$ cat config.mk
export PLATFORM = sky130hd
export DESIGN_NAME = wb_interconnect
export DESIGN_NICKNAME = d
export VERILOG_FILES = /design/src/logic/soc_pkg.sv /design/src/logic/wb_interconnect.sv
export SDC_FILE = /design/constraint.sdc
export NUM_CORES = 1
export LEC_CHECK = 0
export ABC_AREA = 1
export ABC_CLOCK_PERIOD_IN_PS = 3970
export CAP_MARGIN = 0
export CORE_AREA = 10 10 97 99
export CTS_CLUSTER_DIAMETER = 60
export DETAILED_ROUTE_END_ITERATION = 16
export DIE_AREA = 0 0 107 109
export DONT_BUFFER_PORTS = 1
export GPL_TIMING_DRIVEN = 0
export SYNTH_ARGS = -nofsm -noshare
export SYNTH_HDL_FRONTEND = slang
export SYNTH_SLANG_ARGS = --single-unit
export TNS_END_PERCENT = 10
$ cat constraint.sdc
create_clock -name i_clk -period 3.97 [get_ports i_clk]
set_input_delay 0.9925 -clock i_clk [delete_from_list [all_inputs] [get_ports i_clk]]
set_output_delay 0.9925 -clock i_clk [all_outputs]
set_load 0.02 [all_outputs]
$ cat src/logic/soc_pkg.sv
// Subsystem bus definitions
`default_nettype none

package soc_pkg;

  // Bus and pin sizes
  localparam int ADDR_W = 12;
  localparam int DATA_W = 32;
  localparam int GPIO_W = 12;

  // On-chip memory index width and depth
  localparam int RAM_AW = 8;
  localparam int RAM_WORDS = 1 << RAM_AW;

  // Bit 11 clear selects memory and set selects GPIO
  localparam int SEL_GPIO_BIT = 11;

  typedef logic [ADDR_W-1:0] addr_t;
  typedef logic [DATA_W-1:0] word_t;
  typedef logic [GPIO_W-1:0] gpio_t;

  // Arbiter ownership of the shared bus
  typedef enum logic [1:0] {
    ARB_IDLE,
    ARB_M0,
    ARB_M1
  } arb_state_t;

  // GPIO register selector from the low address bits
  typedef enum logic [1:0] {
    GPIO_DIR  = 2'd0,
    GPIO_OUT  = 2'd1,
    GPIO_IN   = 2'd2,
    GPIO_RSVD = 2'd3
  } gpio_reg_t;

endpackage

`default_nettype wire

$ cat src/logic/wb_interconnect.sv
// Two-master Wishbone interconnect
`timescale 1ns/1ns
`default_nettype none

module wb_interconnect import soc_pkg::*; (
  input  logic  i_clk,
  input  logic  i_rst_n,
  // Master 0
  input  logic  i_m0_cyc,
  input  logic  i_m0_stb,
  input  logic  i_m0_we,
  input  addr_t i_m0_adr,
  input  word_t i_m0_dat_w,
  output logic  o_m0_ack,
  output word_t o_m0_dat_r,
  // Master 1
  input  logic  i_m1_cyc,
  input  logic  i_m1_stb,
  input  logic  i_m1_we,
  input  addr_t i_m1_adr,
  input  word_t i_m1_dat_w,
  output logic  o_m1_ack,
  output word_t o_m1_dat_r,
  // Shared slave bus
  output logic  o_s_we,
  output addr_t o_s_adr,
  output word_t o_s_dat_w,
  output logic  o_ram_stb,
  output logic  o_gpio_stb,
  input  logic  i_ram_ack,
  input  word_t i_ram_dat_r,
  input  logic  i_gpio_ack,
  input  word_t i_gpio_dat_r
);

  arb_state_t state_q;
  arb_state_t state_d;
  logic       last_m1_q;
  logic       w_req0;
  logic       w_req1;
  logic       w_own_req;
  logic       w_sel_gpio;
  logic       w_slv_ack;
  word_t      w_slv_dat;

  assign w_req0 = i_m0_cyc & i_m0_stb;
  assign w_req1 = i_m1_cyc & i_m1_stb;

  // On a tie the master not served last wins
  always_comb begin
    state_d = state_q;
    case (state_q)
      ARB_IDLE: begin
        if (w_req0 && w_req1) begin
          state_d = last_m1_q ? ARB_M0 : ARB_M1;
        end else if (w_req0) begin
          state_d = ARB_M0;
        end else if (w_req1) begin
          state_d = ARB_M1;
        end
      end
      ARB_M0, ARB_M1: begin
        // Grant ends with the owner's ack cycle
        if (w_slv_ack) begin
          state_d = ARB_IDLE;
        end
      end
      default: state_d = ARB_IDLE;
    endcase
  end

  always_ff @(posedge i_clk or negedge i_rst_n) begin
    if (!i_rst_n) begin
      state_q   <= ARB_IDLE;
      last_m1_q <= 1'b1;
    end else begin
      state_q <= state_d;
      if (state_q == ARB_IDLE && state_d == ARB_M0) begin
        last_m1_q <= 1'b0;
      end else if (state_q == ARB_IDLE && state_d == ARB_M1) begin
        last_m1_q <= 1'b1;
      end
    end
  end

  // Granted request onto the shared bus
  assign o_s_we    = (state_q == ARB_M1) ? i_m1_we    : i_m0_we;
  assign o_s_adr   = (state_q == ARB_M1) ? i_m1_adr   : i_m0_adr;
  assign o_s_dat_w = (state_q == ARB_M1) ? i_m1_dat_w : i_m0_dat_w;

  assign w_own_req = ((state_q == ARB_M0) & w_req0) | ((state_q == ARB_M1) & w_req1);

  // Slave decode on the granted address
  assign w_sel_gpio = o_s_adr[SEL_GPIO_BIT];
  assign o_ram_stb  = w_own_req & ~w_sel_gpio;
  assign o_gpio_stb = w_own_req & w_sel_gpio;

  assign w_slv_ack = w_sel_gpio ? i_gpio_ack : i_ram_ack;
  assign w_slv_dat = w_sel_gpio ? i_gpio_dat_r : i_ram_dat_r;

  // Response goes back to the owner only
  assign o_m0_ack   = (state_q == ARB_M0) & w_slv_ack;
  assign o_m1_ack   = (state_q == ARB_M1) & w_slv_ack;
  assign o_m0_dat_r = (state_q == ARB_M0) ? w_slv_dat : '0;
  assign o_m1_dat_r = (state_q == ARB_M1) ? w_slv_dat : '0;

endmodule

`default_nettype wire

==> results.md <==
* Run status: completed
* Yosys reg bits at 3
* Register area share after synthesis at 0.04935
* Slowest CP cell: nor2_1
* Maximum VDD drop at between 300 and 400 uV
* Slew Limit Fails at 0
* Fin Setup TNS at 0 ns
* CP Capture Point: o_m1_dat_r[20]
* EDFF count, synth at 0
* Worst R2R End: last_m1_q
* Synth Area in Simple Gates at 0.5761
* Row count at 32
* Crit end category: primary output
* Global route overflow at 0
* DRT antenna net count at 0
* Core ar. at 7527 sq um
* Worst-Skew Late Latency at roughly 0.21 ns
* Filler instances at approximately 860
* Period utilization at 0.7478
* CP peak stage delay at slightly below 0.4 ns
* Mean Syn Cell Area at 5.054 sq um
* Final Skew at between 0.0015 and 0.002 ns
* # H-tree levels at 1
* N_diodes at 0
* # DRC at 0
* Die Footprint at 11660 sq um
* Compound-Gate Fraction of Synth Area at 0.01537
* Hold buffers post-CTS at 0
* CP Launch Point: state_q[0]
* Slew margin rel. at 0.6325
* Num CTS Buffers at 3
* Dpl hpwl at a little under 8 mm
* Met3 WL at a little under 900 microns
* Initial antenna violation count at 0
* Drt first pass iters at 4
* Ys async rst share at 1.000
* Drt total wl at 8.481 mm
* Post-synthesis xor/xnor area fraction at 0
* Reg2reg path depth at 11
* Final worst path period need at approximately 3.0 ns
* Via count at 2005
* Worst Hold Class: reg -> reg
* Synth Warn # at 0
* Delay-heaviest family, CP: simple AND/OR/NAND/NOR gates
* LEAKAGE at between 0.9 and 1 nW
* Routed wire per std cell at slightly above 20 microns
* WP data arrival at roughly 2 ns
* Worst EP required at ~3.0 ns
* Post-synthesis mux area share at 0.2071
* F_max at roughly 340 MHz
* CTS tree: done
* DR vias/cell at 4.867
* Setup-failing EPs final at 0
* Adder-cell share of the synthesized area at 0.03236
* CP Launch Type: flip-flop
* CTS clock-pin slew for the worst setup and hold paths at 0.03 ns
* Sink Count at 3
* Buffer and inverter count on the worst path at 3
* Final Hold Fails at 0
* NumNets Final at around 480
* Maxcap violations at 0
* Worst slew pin tran at approximately 0.55 ns
* Die Width at 107 microns
* P&R area growth vs syn at 11.17%
* Root Buffer: clkbuf_8
* Crit path cell chain: inv_1 -> ha_1 -> buf_4 -> nand2_4 -> nand2_8 -> buf_12 -> mux2i_1 -> nor2_1
* Worst-path maximum fanout at 10
* Pin count of the biggest net entering global routing at 11
* Post-Syn Area at 1546 sq um
* GRT Util Overall at 0.1220
* Chip height at 109 microns
* Util after Layout at 0.2284
* Cell Pwr Density at ~860 nW/um^2
* Synth Instances at a little over 300
* Critical Path Stages at 8
* Post_cts resized at 0
* Largest family of logic cells by synthesized area: simple AND/OR/NAND/NOR gates
* Max layer used: met4
* Starting DRC count in detailed routing at approximately 100
* Share of cells above drive strength 1 at 0.04516
* RSZ-0062 raised after global routing: false
* Post-CTS Setup Bufs at 0
* Synth cell types at 21
* Crit Path Category: reg -> out
* Worst r2r src: state_q[0]
* Final GP Congestion at around 0.85
* # IOs at around 280
* Vias in the first global route at 2195
* First-pass GRT wire length at 11.80 mm
* Syn Nets at ~470
* Met2 Wirelength at 4.299 mm
* Starting density of the core at 0.2055
* Met1 layer wirelength in the final routing at roughly 3.3 mm
* Reg2Reg Setup Slack at ~2.4 ns
* IO Port Bufs at 0
* Max clock buf depth at 2
* Top FF cell, synth: dfrtp_1
-- cell usage after synthesis, types with 2 or more instances --
master | number | share of area
a21oi_1 | 2 | 0.0065
mux2i_1 | 32 | 0.21
buf_12 | 3 | 0.039
ha_1 | 4 | 0.032
dfrtp_1 | 2 | 0.032
nand3_1 | 4 | 0.013
clkbuf_1 | 14 | 0.034
inv_2 | 2 | 0.0049
nor2_1 | 67 | 0.16
nand2_1 | 153 | 0.37
inv_1 | 13 | 0.032
-- where the power goes --
part           switching (W)  total [W]  internal, W
logic                0.00103    0.00133     0.000300
clock network      0.0000183  0.0000866    0.0000683
registers          0.0000133  0.0000627    0.0000494
-- final cells by class --
cell class | count | area, sq um | share of cell area
multi-input cells | 268 | 1285 | 0.7475
well taps | 102 | 127.6 | 0.07424
plain buffers | 19 | 125.1 | 0.07278
flip-flops and latches | 3 | 76.32 | 0.04440
inverters | 16 | 60.06 | 0.03493
clock buffers | 4 | 45.04 | 0.02620
-- worst min path at each step --
stage          startpoint         end  cells past startpoint
6_report        last_m1_q   last_m1_q                      2
3_5_place_dp    last_m1_q   last_m1_q                      2
3_3_place_gp    last_m1_q   last_m1_q                      2
4_1_cts           i_rst_n  state_q[0]                      0
5_1_grt           i_rst_n  state_q[0]                      0
2_1_floorplan   last_m1_q   last_m1_q                      2
-- registers in the layout (all words and copies together) (netlist names) --
| signal | cells |
|---|---|
| state_q | 2 |
| last_m1_q | 1 |
-- stage by stage --
step | total power, W | hold slack, ns | instances | setup slack (ns) | instance area, sq um
final | 0.001475 | 0.4701 | 412 | 1.001 | 1719
after global routing | 0.001600 | 0.4694 | 412 | 0.8406 | 1719
after CTS | 0.001496 | 0.4738 | 412 | 0.9493 | 1719
after detailed placement | 0.001404 | 0.4727 | 408 | 1.028 | 1674
after global placement | 0.001382 | 0.4720 | 408 | 1.041 | 1674
after floorplan | 0.001185 | 0.4536 | 306 | 1.193 | 1546
-- worst reg2reg max path: stages, from the launching register on --
cell	delay, ns
dfrtp_1	0.38
inv_1	0.09
ha_1	0.22
buf_4	0.19
nand2_4	0.11
nand3_1	0.12
nand3b_1	0.11
nand2_1	0.06
nand2_1	0.08
nand2_1	0.06
nand2_1	0.06
nand2_1	0.04
-- layout by cell type, fill, tap and decap left out, drive strengths merged --
cell    synthesis  final
dfrtp           2      2
a21oi           2      2
nand2         156    156
clkbuf         14     18
inv            15     15
nand3b          1      1
clkinv          1      1
a21boi          1      1
o22ai           1      1
ha              4      4
nor2           67     67
mux2i          32     32
nand3           4      4
dfstp           1      1
buf             5      5
-- layer usage --
layer,global-route usage,vias to the layer above
li1,-,942
met1,0.1304,893
met2,0.2318,168
met3,0.04130,2
met4,0.01644,0
met5,0,-
-- kinds of logic after synthesis --
kind of cell | after synthesis
multiplexers | 32
AO/OA/AOI/OAI | 4
buffers and inverters | 35
adder cells (fa/ha/maj) | 4
AND/OR/NAND/NOR | 228
flip-flops | 3
(Power assumes the default switching activity.)
