<file path="src/logic/soc_pkg.sv">
// Subsystem bus definitions
`default_nettype none

package soc_pkg;

  // Bus and pin sizes
  localparam int ADDR_W = 12;
  localparam int DATA_W = 32;
  localparam int GPIO_W = 12;

  // On-chip memory index width and depth
  localparam int RAM_AW = 8;
  localparam int RAM_WORDS = 1 << RAM_AW;

  // Bit 11 clear selects memory and set selects GPIO
  localparam int SEL_GPIO_BIT = 11;

  typedef logic [ADDR_W-1:0] addr_t;
  typedef logic [DATA_W-1:0] word_t;
  typedef logic [GPIO_W-1:0] gpio_t;

  // Arbiter ownership of the shared bus
  typedef enum logic [1:0] {
    ARB_IDLE,
    ARB_M0,
    ARB_M1
  } arb_state_t;

  // GPIO register selector from the low address bits
  typedef enum logic [1:0] {
    GPIO_DIR  = 2'd0,
    GPIO_OUT  = 2'd1,
    GPIO_IN   = 2'd2,
    GPIO_RSVD = 2'd3
  } gpio_reg_t;

endpackage

`default_nettype wire

</file>
<file path="src/logic/gpio_regs.sv">
// GPIO register slave
`timescale 1ns/1ns
`default_nettype none

module gpio_regs import soc_pkg::*; (
  input  logic  i_clk,
  input  logic  i_rst_n,
  input  logic  i_stb,
  input  logic  i_we,
  input  addr_t i_adr,
  input  word_t i_dat_w,
  output logic  o_ack,
  output word_t o_dat_r,
  input  gpio_t i_gpio,
  output gpio_t o_gpio,
  output gpio_t o_gpio_dir
);

  gpio_reg_t w_reg;
  logic      w_access;
  logic      w_commit;
  gpio_t     in_meta_q;
  gpio_t     in_sync_q;

  assign w_reg    = gpio_reg_t'(i_adr[1:0]);
  assign w_access = i_stb & ~o_ack;
  // Writes land at the end of the ack cycle
  assign w_commit = i_stb & o_ack & i_we;

  always_ff @(posedge i_clk or negedge i_rst_n) begin
    if (!i_rst_n) begin
      o_ack      <= 1'b0;
      o_gpio     <= '0;
      o_gpio_dir <= '0;
      in_meta_q  <= '0;
      in_sync_q  <= '0;
    end else begin
      o_ack     <= w_access;
      in_meta_q <= i_gpio;
      in_sync_q <= in_meta_q;
      if (w_commit && w_reg == GPIO_DIR) begin
        o_gpio_dir <= i_dat_w[GPIO_W-1:0];
      end
      if (w_commit && w_reg == GPIO_OUT) begin
        o_gpio <= i_dat_w[GPIO_W-1:0];
      end
    end
  end

  // Read data with the upper bits zero
  always_ff @(posedge i_clk) begin
    if (w_access) begin
      case (w_reg)
        GPIO_DIR: o_dat_r <= {{(DATA_W-GPIO_W){1'b0}}, o_gpio_dir};
        GPIO_OUT: o_dat_r <= {{(DATA_W-GPIO_W){1'b0}}, o_gpio};
        GPIO_IN:  o_dat_r <= {{(DATA_W-GPIO_W){1'b0}}, in_sync_q};
        default:  o_dat_r <= '0;
      endcase
    end
  end

endmodule

`default_nettype wire

</file>
<file path="config.mk">
export PLATFORM = sky130hd
export DESIGN_NAME = gpio_regs
export DESIGN_NICKNAME = d
export VERILOG_FILES = /design/src/logic/soc_pkg.sv /design/src/logic/gpio_regs.sv
export SDC_FILE = /design/constraint.sdc
export NUM_CORES = 1
export LEC_CHECK = 0
export BUFFER_PORTS_ARGS = -buffer_cell sky130_fd_sc_hd__buf_2
export CORE_UTILIZATION = 45
export CTS_CLUSTER_DIAMETER = 150
export CTS_CLUSTER_SIZE = 12
export DETAILED_ROUTE_END_ITERATION = 12
export PLACE_DENSITY = 0.76
export SLEW_MARGIN = 15
export SYNTH_ARGS = -nofsm -noshare
export SYNTH_HDL_FRONTEND = slang
export SYNTH_SLANG_ARGS = --single-unit
</file>
<file path="constraint.sdc">
create_clock -name i_clk -period 2.01 [get_ports i_clk]
set_input_delay 0.3015 -clock i_clk [delete_from_list [all_inputs] [get_ports i_clk]]
set_output_delay 0.3015 -clock i_clk [all_outputs]
set_load 0.02 [all_outputs]
</file>
==> impl_metrics.env, run 1 <==
export IMPL_grt_util_met3=0.0488
export IMPL_cts_root_buf="clkbuf_8"
export IMPL_yosys_warnings=0
export IMPL_clock_sinks=61
export IMPL_grt_pass1_vias=1302
export IMPL_netlist_area_sq_mm=0.00235
export IMPL_crit_path_end_kind="flop"
export IMPL_grt_overflow_total=0
export IMPL_layout_drive_gt1_share=0.464
export IMPL_dieHeight_microns=74.2
export IMPL_num_fill_cells=406
export IMPL_cts_setup_buffers=0
export IMPL_slew_headroom=0.332
export IMPL_grt_pass1_wl_mm=6.49
export IMPL_io_pin_count=117
export IMPL_layout_nets=288
export IMPL_worstSetupPathType="flop to flop"
export IMPL_setup_tns_ns=0
export IMPL_cts_resized=0
export IMPL_yosys_top_cells_area="dfrtp_1, edfxtp_1, buf_4, mux2_2, mux2_4"
export IMPL_antenna_found_initial=0
export IMPL_worstPathArrival_ns=1.70
export IMPL_synth_cell_types=16
export IMPL_worst_pin_slew_ns=1.00
export IMPL_die_x_microns=74.2
export IMPL_drtIter0Drc=31
export IMPL_yosysTopAreaCell="dfrtp_1"
export IMPL_clock_path_buffers=2
export IMPL_drv_cap=0
export IMPL_ir_drop_v=0.000607
export IMPL_drt_total_wl_mm=4.19
export IMPL_synthCells=153
export IMPL_setup_viol=0
export IMPL_cts_tree="built"
export IMPL_diodes=0
export IMPL_clkTransAtPathRegs_ns=0.07
export IMPL_drt_pass1_iterations=4
export IMPL_p_total_mw=3.04
export IMPL_via_per_inst=4.54
export IMPL_grtUsageMet1=0.209
export IMPL_setup_slack_ns=0.517
export IMPL_dieArea_sq_mm=0.00551
export IMPL_ys_ff_latch=61
export IMPL_crit_fanout=12
export IMPL_hp_class="input pin to flop"
export IMPL_seq_area_sq_mm=0.00159
export IMPL_period_needed_ns=1.49
export IMPL_hold_slack_ns=0.0742
export IMPL_rrSetupSlack_ns=0.52
export IMPL_grt_max_degree=26
export IMPL_initial_core_util=0.481
export IMPL_multi_input_area_sq_um=647
export IMPL_finClkSkew_ns=0.00765
export IMPL_core_area_sq_mm=0.00488
export IMPL_crit_required_ns=2.22
export IMPL_hold_violations=0
export IMPL_post_route_period_util=0.743
export IMPL_io_buffer_count=66
export IMPL_remaining_drc_errors=0
export IMPL_h_tree_depth=3
export IMPL_num_vias=1363
export IMPL_post_drt_wl_per_cell_microns=14.0
export IMPL_synth_top_area_frac=0.523
export IMPL_final_util=0.587
export IMPL_leakage_nw=1.43
export IMPL_area_delta_synth_final_pct=22.0
export IMPL_num_rows=25
export IMPL_ys_seq_area_frac=0.676
export IMPL_avgSynthCellArea_sq_um=15.3
export IMPL_cp_start_kind="flop"
export IMPL_post_dp_hpwl_mm=2.85
export IMPL_p_per_area_mw_per_mm2=1060
export IMPL_postCtsHoldBufs=1
export IMPL_rsz0062_at_grt="no"
export IMPL_finalMaxSlewViolations=0
export IMPL_cts_buffers=9
export IMPL_gp_congestion=0.663
export IMPL_ant_nets=0
export IMPL_use_met2=0.273
export IMPL_grt_use_total=0.172
export IMPL_top_usage_layer="met2"
export IMPL_max_freq_mhz=670
export IMPL_clk_latency_ns=0.33
export IMPL_status="finished clean"
export IMPL_dpl_worst_slack_ns=0.201
per-layer routing:
layer	vias to the layer above	part of all wire
met1	667	0.42
li1	638	-
met5	-	0
met4	0	0.022
met3	9	0.044
met2	49	0.52
worst max-delay path, stage by stage, from the launching register on:
cell	delay, ns
dfrtp_1	0.36
nand3_1	0.12
or3b_4	0.56
mux2_4	0.33
synthesized netlist by cell type (all sizes together):
| cell type | count |
|---|---|
| nand2 | 12 |
| clkbuf | 2 |
| mux2 | 24 |
| nand3 | 1 |
| mux2i | 12 |
| buf | 24 |
| or3b | 1 |
| edfxtp | 12 |
| o21ai | 12 |
| nor2b | 2 |
| dfrtp | 49 |
| nor3 | 1 |
| conb | 1 |
flip-flops by register name (all words and copies together), names as in the netlist:
name and cells:
in_meta_q 12, o_gpio_dir 12, o_dat_r 12, in_sync_q 12
o_ack 1, o_gpio 12
final cells by class:
cell class / count / area share
Clock buffer: 14 / 0.0533
Clock inverter: 2 / 0.00350
Multi-Input combinational cell: 85 / 0.226
Sequential cell: 61 / 0.554
Tap cell: 67 / 0.0293
Timing Repair Buffer: 71 / 0.134
cell families after synthesis:
family,synth area share
flops,0.676
simple gates,0.0336
buf+inv,0.0805
mux,0.182
compound gates,0.0256
other cells,0.00160
stage by stage:
stage	std cells	area, sq um
6_report	300	2860
5_1_grt	300	2860
4_1_cts	300	2860
3_5_place_dp	283	2690
3_3_place_gp	283	2690
2_1_floorplan	172	2420
path summary, 6_finish.rpt:
| check | end | cells past startpoint | from |
|---|---|---|---|
| setup reg to reg | o_gpio[7]$_DFFE_PN0P_ | 3 | o_ack$_DFF_PN0_ |
| hold reg to reg | in_sync_q[1]$_DFF_PN0_ | 0 | in_meta_q[1]$_DFF_PN0_ |
| max in group asynchronous | in_sync_q[11]$_DFF_PN0_ | 3 | i_rst_n |
| setup / recovery | o_gpio[7]$_DFFE_PN0P_ | 3 | o_ack$_DFF_PN0_ |
| min in group asynchronous | in_meta_q[0]$_DFF_PN0_ | 2 | i_rst_n |
| hold / removal | in_meta_q[8]$_DFF_PN0_ | 1 | i_gpio[8] |
power breakdown:
part | switching (mW) | internal, mW
clock | 0.420 | 0.479
combinational | 0.355 | 0.259
sequential | 0.0957 | 1.43
layout by cell type (no fill, tap or decap):
| cell type | synthesis | routed |
|---|---|---|
| buf_12 | 0 | 1 |
| buf_2 | 1 | 66 |
| buf_4 | 22 | 3 |
| clkbuf_1 | 2 | 4 |
| clkbuf_8 | 0 | 10 |
| clkinv_2 | 0 | 2 |
| conb_1 | 1 | 20 |
| dfrtp_1 | 49 | 49 |
| dlygate4sd3_1 | 0 | 1 |
| edfxtp_1 | 12 | 12 |
| mux2_2 | 14 | 14 |
| mux2_4 | 10 | 10 |
| mux2i_1 | 12 | 12 |
| nand2_1 | 12 | 12 |
| nand3_1 | 1 | 1 |
| nor2b_1 | 2 | 2 |
| nor3_2 | 0 | 1 |
| o21ai_0 | 12 | 12 |
| or3b_4 | 1 | 1 |
(Power assumes the default switching activity.)
==> inputs of run 2 (changes only) <==
--- a/config.mk
+++ b/config.mk
@@ -6,11 +6,11 @@
 export NUM_CORES = 1
 export LEC_CHECK = 0
 export BUFFER_PORTS_ARGS = -buffer_cell sky130_fd_sc_hd__buf_2
-export CORE_UTILIZATION = 45
+export CORE_UTILIZATION = 41
 export CTS_CLUSTER_DIAMETER = 150
 export CTS_CLUSTER_SIZE = 12
 export DETAILED_ROUTE_END_ITERATION = 12
-export PLACE_DENSITY = 0.76
+export PLACE_DENSITY = 0.73
 export SLEW_MARGIN = 15
 export SYNTH_ARGS = -nofsm -noshare
 export SYNTH_HDL_FRONTEND = slang
==> constraint.sdc (replaced) <==
create_clock -name i_clk -period 1.2 [get_ports i_clk]
set_input_delay 0.18 -clock i_clk [delete_from_list [all_inputs] [get_ports i_clk]]
set_output_delay 0.18 -clock i_clk [all_outputs]
set_load 0.02 [all_outputs]
==> run 2 against run 1 <==
Global-route usage fell by 1.3 points; highest routed layer unchanged; clock skew fell by 0.0013 ns; critical path depth did not move; fmax rose by 6.0%; routed wire length rose by 3.7%; the flow now finishes with violations (setup timing); register-to-register slack got worse by 0.73 ns; worst setup slack got worse by 0.73 ns; flip-flop and latch count did not move; clock power rose by 59%; cell count rose by 8.0%; largest cell class unchanged; via count rose by 4.8%; worst hold slack improved by 0.025 ns.
==> impl_metrics.env, run 2 (synthesized netlist as in run 1, its figures left out) <==
export IMPL_cts_root_buf="clkbuf_8"
export IMPL_p_per_area_mw_per_mm2=1660
export IMPL_clock_path_buffers=2
export IMPL_holdPathStages=2
export IMPL_clk_latency_ns=0.32
export IMPL_cts_buffers=9
export IMPL_final_util=0.554
export IMPL_crit_path_end_kind="flop"
export IMPL_post_dp_hpwl_mm=3.01
export IMPL_drtIter0Drc=80
export IMPL_die_x_microns=77.6
export IMPL_drt_total_wl_mm=4.34
export IMPL_hold_slack_ns=0.0994
export IMPL_grt_overflow_total=0
export IMPL_stdcell_area_sq_mm=0.00305
export IMPL_remaining_drc_errors=0
export IMPL_post_route_period_util=1.17
export IMPL_slew_headroom=0.388
export IMPL_placed_area_sq_mm=0.00275
export IMPL_finalMaxSlewViolations=0
export IMPL_drt_pass1_iterations=6
export IMPL_rr_startpoint="o_ack$_DFF_PN0_"
export IMPL_h_tree_depth=3
export IMPL_cp_start_kind="flop"
export IMPL_layout_nets=307
export IMPL_min_delay_start="i_dat_w[10]"
export IMPL_num_vias=1428
export IMPL_min_to="o_gpio[10]$_DFFE_PN0P_"
export IMPL_grt_pass1_vias=1357
export IMPL_leakage_nw=1.51
export IMPL_via_per_inst=4.41
export IMPL_cts_setup_buffers=0
export IMPL_core_area_sq_mm=0.00551
export IMPL_rsz0062_at_grt="yes"
export IMPL_io_buffer_count=66
export IMPL_grt_pass1_wl_mm=6.78
export IMPL_period_needed_ns=1.41
export IMPL_drv_cap=0
export IMPL_hold_violations=0
export IMPL_gp_congestion=0.682
export IMPL_io_pin_count=117
export IMPL_cts_tree="built"
export IMPL_crit_fanout=6
export IMPL_area_delta_synth_final_pct=30.1
export IMPL_clock_sinks=61
export IMPL_worstSetupPathType="flop to flop"
export IMPL_final_common_cell="buf_2"
export IMPL_hp_class="input pin to flop"
export IMPL_num_rows=27
export IMPL_dieHeight_microns=77.6
export IMPL_grt_use_total=0.159
export IMPL_regToRegEndpoint="o_gpio[8]$_DFFE_PN0P_"
export IMPL_rrSetupSlack_ns=-0.21
export IMPL_clkTransAtPathRegs_ns=0.06
export IMPL_finClkSkew_ns=0.00635
export IMPL_setup_viol=24
export IMPL_ant_nets=0
export IMPL_rr_worst_depth=3
export IMPL_dieArea_sq_mm=0.00603
export IMPL_setup_slack_ns=-0.208
export IMPL_ir_drop_v=0.00107
export IMPL_mostFrequentLayoutCells="buf_2, dfrtp_1, conb_1"
export IMPL_crit_required_ns=1.41
export IMPL_grt_max_degree=50
export IMPL_violations="setup timing"
export IMPL_worstPathArrival_ns=1.61
export IMPL_status="finished, violations left"
export IMPL_post_drt_wl_per_cell_microns=13.4
export IMPL_diodes=0
export IMPL_max_freq_mhz=710
export IMPL_worst_pin_slew_ns=0.916
export IMPL_antenna_found_initial=0
export IMPL_initial_core_util=0.426
export IMPL_layout_drive_gt1_share=0.456
[run 2: critical path: stages (launching register included)]
cell and delay (ns):
dfrtp_2 0.39, nand3_4 0.09, or3b_4 0.48, mux2_4 0.33
[run 2: layer usage]
metal	routed length [microns]	global-route usage	part of all wire
met1	1870	0.203	0.43
met2	2170	0.245	0.50
met3	228	0.0459	0.052
met4	72	0.0849	0.017
met5	0	0	0
[run 2: cell type report]
class	instances	area (sq um)
fillers	498	2450
flip-flops and latches	61	1590
multi-input cells	86	671
repair buffers	89	552
clock buffers	13	139
well taps	72	90.1
clock inverters	3	12.5
[run 2: how the worst max path moves through the flow]
stage	startpoint	end	slack, ns	depth (start not counted)
4_1_cts	o_ack$_DFF_PN0_	o_gpio[8]$_DFFE_PN0P_	-0.24	3
3_3_place_gp	o_ack$_DFF_PN0_	o_gpio[1]$_DFFE_PN0P_	-0.22	3
5_1_grt	o_ack$_DFF_PN0_	o_gpio[2]$_DFFE_PN0P_	-0.24	3
6_report	o_ack$_DFF_PN0_	o_gpio[8]$_DFFE_PN0P_	-0.21	3
2_1_floorplan	o_ack$_DFF_PN0_	o_gpio[10]$_DFFE_PN0P_	-0.26	4
3_5_place_dp	o_ack$_DFF_PN0_	o_gpio[8]$_DFFE_PN0P_	-0.25	3
[run 2: report_power, final]
part	switching, mW	total (mW)	leakage, nW	internal [mW]
Combinational	0.602	1.08	0.723	0.474
Clock	0.693	1.43	0.0765	0.735
Sequential	0.166	2.57	0.709	2.40
[run 2: through the flow]
step	TNS (ns)	setup WS [ns]	power, mW	instances
3_5_place_dp	-7.16	-0.247	3.66	294
6_report	-3.19	-0.208	5.07	324
4_1_cts	-3.77	-0.239	5.13	324
5_1_grt	-5.28	-0.241	5.32	324
3_3_place_gp	-6.16	-0.223	3.63	294
2_1_floorplan	-8.35	-0.261	3.30	172
[run 2: timing repair]
action / 4_1_cts / 5_1_grt
resized for setup: 3 / 0
hold buffers: 13 / 0
endpoints found under the setup margin: 24 / 36
gates cloned: 1 / 0
pin swaps: 2 / 1
hold endpoints to repair: 61 / 0
==> inputs of run 3 (changes only) <==
--- a/config.mk
+++ b/config.mk
@@ -6,11 +6,14 @@
 export NUM_CORES = 1
 export LEC_CHECK = 0
 export BUFFER_PORTS_ARGS = -buffer_cell sky130_fd_sc_hd__buf_2
-export CORE_UTILIZATION = 41
+export CELL_PAD_IN_SITES_DETAIL_PLACEMENT = 0
+export CELL_PAD_IN_SITES_GLOBAL_PLACEMENT = 2
+export CORE_UTILIZATION = 26
 export CTS_CLUSTER_DIAMETER = 150
 export CTS_CLUSTER_SIZE = 12
 export DETAILED_ROUTE_END_ITERATION = 12
 export PLACE_DENSITY = 0.73
+export RECOVER_POWER = 50
 export SLEW_MARGIN = 15
 export SYNTH_ARGS = -nofsm -noshare
 export SYNTH_HDL_FRONTEND = slang
==> run 3 against run 2 <==
The run still ends with setup timing left; first-iteration DRC count shrank 34%; sequential power is essentially flat; flip-flop and latch count is the same; die area grew 56%; cell area grew 4.3%; core utilization shrank 19 points; non-clock buffer count grew 3; count of clock-buffer cells in the layout shrank 2; register-to-register slack gained 0.02 ns; critical endpoint is now o_gpio[3]$_DFFE_PN0P_; largest cell class unchanged; largest power group unchanged.
==> impl_metrics.env, run 3 (synthesized netlist as in run 1, its figures left out) <==
export IMPL_remaining_drc_errors=0
export IMPL_max_freq_mhz=719
export IMPL_worst_pin_slew_ns=0.674
export IMPL_clkPwrFrac=0.342
export IMPL_gp_congestion=0.675
export IMPL_internal_power_mw=4.05
export IMPL_p_total_mw=5.58
export IMPL_cts_buffers=9
export IMPL_holdPathStages=2
export IMPL_crit_fanout=6
export IMPL_finClkSkew_ns=0.00928
export IMPL_worstPathArrival_ns=1.60
export IMPL_drt_total_wl_mm=4.93
export IMPL_diodes=0
export IMPL_cts_tree="built"
export IMPL_grt_pass1_vias=1443
export IMPL_core_area_sq_mm=0.00872
export IMPL_crit_required_ns=1.41
export IMPL_finalNonFillerCells=363
export IMPL_io_pin_count=117
export IMPL_critical_path_slowest_cell="or3b_4"
export IMPL_num_rows=34
export IMPL_final_common_cell="buf_2"
export IMPL_final_util=0.365
export IMPL_finalMaxSlewViolations=0
export IMPL_min_delay_start="i_dat_w[2]"
export IMPL_hp_class="input pin to flop"
export IMPL_post_route_period_util=1.16
export IMPL_rsz0062_at_grt="yes"
export IMPL_p_per_area_mw_per_mm2=1750
export IMPL_mostFrequentLayoutCells="buf_2, dfrtp_1, conb_1"
export IMPL_rr_startpoint="o_ack$_DFF_PN0_"
export IMPL_die_x_microns=97.0
export IMPL_via_per_inst=3.98
export IMPL_status="finished, violations left"
export IMPL_io_buffer_count=66
export IMPL_slew_headroom=0.551
export IMPL_dieArea_sq_mm=0.00941
export IMPL_drtIter0Drc=53
export IMPL_hold_slack_ns=0.0850
export IMPL_clkTransAtPathRegs_ns=0.07
export IMPL_period_needed_ns=1.39
export IMPL_setup_viol=37
export IMPL_cp_slowest_stage_delay_ns=0.48
export IMPL_dieHeight_microns=97.0
export IMPL_layout_nets=310
export IMPL_grt_use_total=0.113
export IMPL_num_vias=1445
export IMPL_post_dp_hpwl_mm=3.47
export IMPL_leakage_nw=1.56
export IMPL_hold_violations=0
export IMPL_worstSetupPathType="flop to flop"
export IMPL_grt_overflow_total=0
export IMPL_ant_nets=0
export IMPL_grt_max_degree=50
export IMPL_setup_slack_ns=-0.190
export IMPL_seqPwrFrac=0.460
export IMPL_clock_sinks=61
export IMPL_cts_root_buf="clkbuf_8"
export IMPL_crit_family="simple AND/OR/NAND/NOR gates"
export IMPL_grt_pass1_wl_mm=7.72
export IMPL_min_to="o_gpio[2]$_DFFE_PN0P_"
export IMPL_setup_tns_ns=-3.41
export IMPL_drv_cap=0
export IMPL_cp_start_kind="flop"
export IMPL_antenna_found_initial=0
export IMPL_worstPathCellList="nand3_4, or3b_4, mux2_4"
export IMPL_combPwrFrac=0.198
export IMPL_h_tree_depth=3
export IMPL_area_delta_synth_final_pct=35.7
export IMPL_regToRegEndpoint="o_gpio[3]$_DFFE_PN0P_"
export IMPL_place_inst=331
export IMPL_clk_latency_ns=0.33
export IMPL_p_switching_mw=1.53
export IMPL_rrSetupSlack_ns=-0.19
export IMPL_stdcell_area_sq_mm=0.00318
export IMPL_post_drt_wl_per_cell_microns=13.6
export IMPL_dpl_worst_slack_ns=-0.319
export IMPL_drt_pass1_iterations=4
export IMPL_ir_drop_v=0.000608
export IMPL_violations="setup timing"
export IMPL_placed_area_sq_mm=0.00280
export IMPL_rr_worst_depth=3
export IMPL_crit_path_end_kind="flop"
export IMPL_p_sw_frac=0.275
export IMPL_clock_path_buffers=2
export IMPL_initial_core_util=0.269
export IMPL_layout_drive_gt1_share=0.482
export IMPL_worst_path_buf_inv=0
## run 3: cell count changes in the layout (fill, tap and decap cells not counted)
cell	before	now
buf_12	1	0
nor2b_4	0	1
buf_2	66	64
nor2b_2	0	1
nor2b_1	2	0
clkinv_1	2	0
clkbuf_4	0	1
bufinv_16	0	2
clkinv_2	1	3
buf_4	8	9
buf_6	1	4
clkbuf_1	4	3
## run 3: timing repair
item	CTS	global route
endpoints found under the setup margin	24	38
cloned	1	0
endpoints found under the hold margin	61	0
pin swaps	2	1
hold buffers	13	0
resized for setup	5	4
setup buffers	1	1
## run 3: power by group through the flow
stage	Combinational, mW	Clock [mW]	Sequential [mW]
detailed placement	1.07	0	2.61
global placement	1.06	0	2.60
global route	1.19	2.07	2.60
floorplan	0.432	0	2.87
finish	1.10	1.91	2.57
CTS	1.12	1.97	2.57
## run 3: how the worst max path moves through the flow
stage | from | to | slack (ns) | depth (start not counted)
finish | o_ack$_DFF_PN0_ | o_gpio[3]$_DFFE_PN0P_ | -0.19 | 3
global route | o_ack$_DFF_PN0_ | o_gpio[5]$_DFFE_PN0P_ | -0.23 | 3
CTS | o_ack$_DFF_PN0_ | o_gpio[4]$_DFFE_PN0P_ | -0.23 | 3
detailed placement | i_adr[1] | o_dat_r[5]$_DFFE_PP_ | -0.32 | 4
global placement | i_adr[0] | o_dat_r[4]$_DFFE_PP_ | -0.26 | 4
floorplan | o_ack$_DFF_PN0_ | o_gpio[10]$_DFFE_PN0P_ | -0.26 | 4
## run 3: layout make-up
class	instances	area, sq um
timing repair buffer	92	574
clock inverter	5	75.1
clock buffer	11	131
fill	871	5540
tap	108	135
multi-input combinational	86	681
sequential	61	1590
## run 3: worst register-to-register path, stage by stage (launching register included)
cell and delay (ns):
dfrtp_2 0.38, nand3_4 0.08, or3b_4 0.48, mux2_4 0.32
## run 3: metal layers
metal / part of all wire / up-vias / GRT usage
met5: 0 / - / 0
met4: 0.021 / 0 / 0.0551
met3: 0.069 / 9 / 0.0412
met2: 0.46 / 61 / 0.167
met1: 0.45 / 693 / 0.145
li1: - / 682 / -
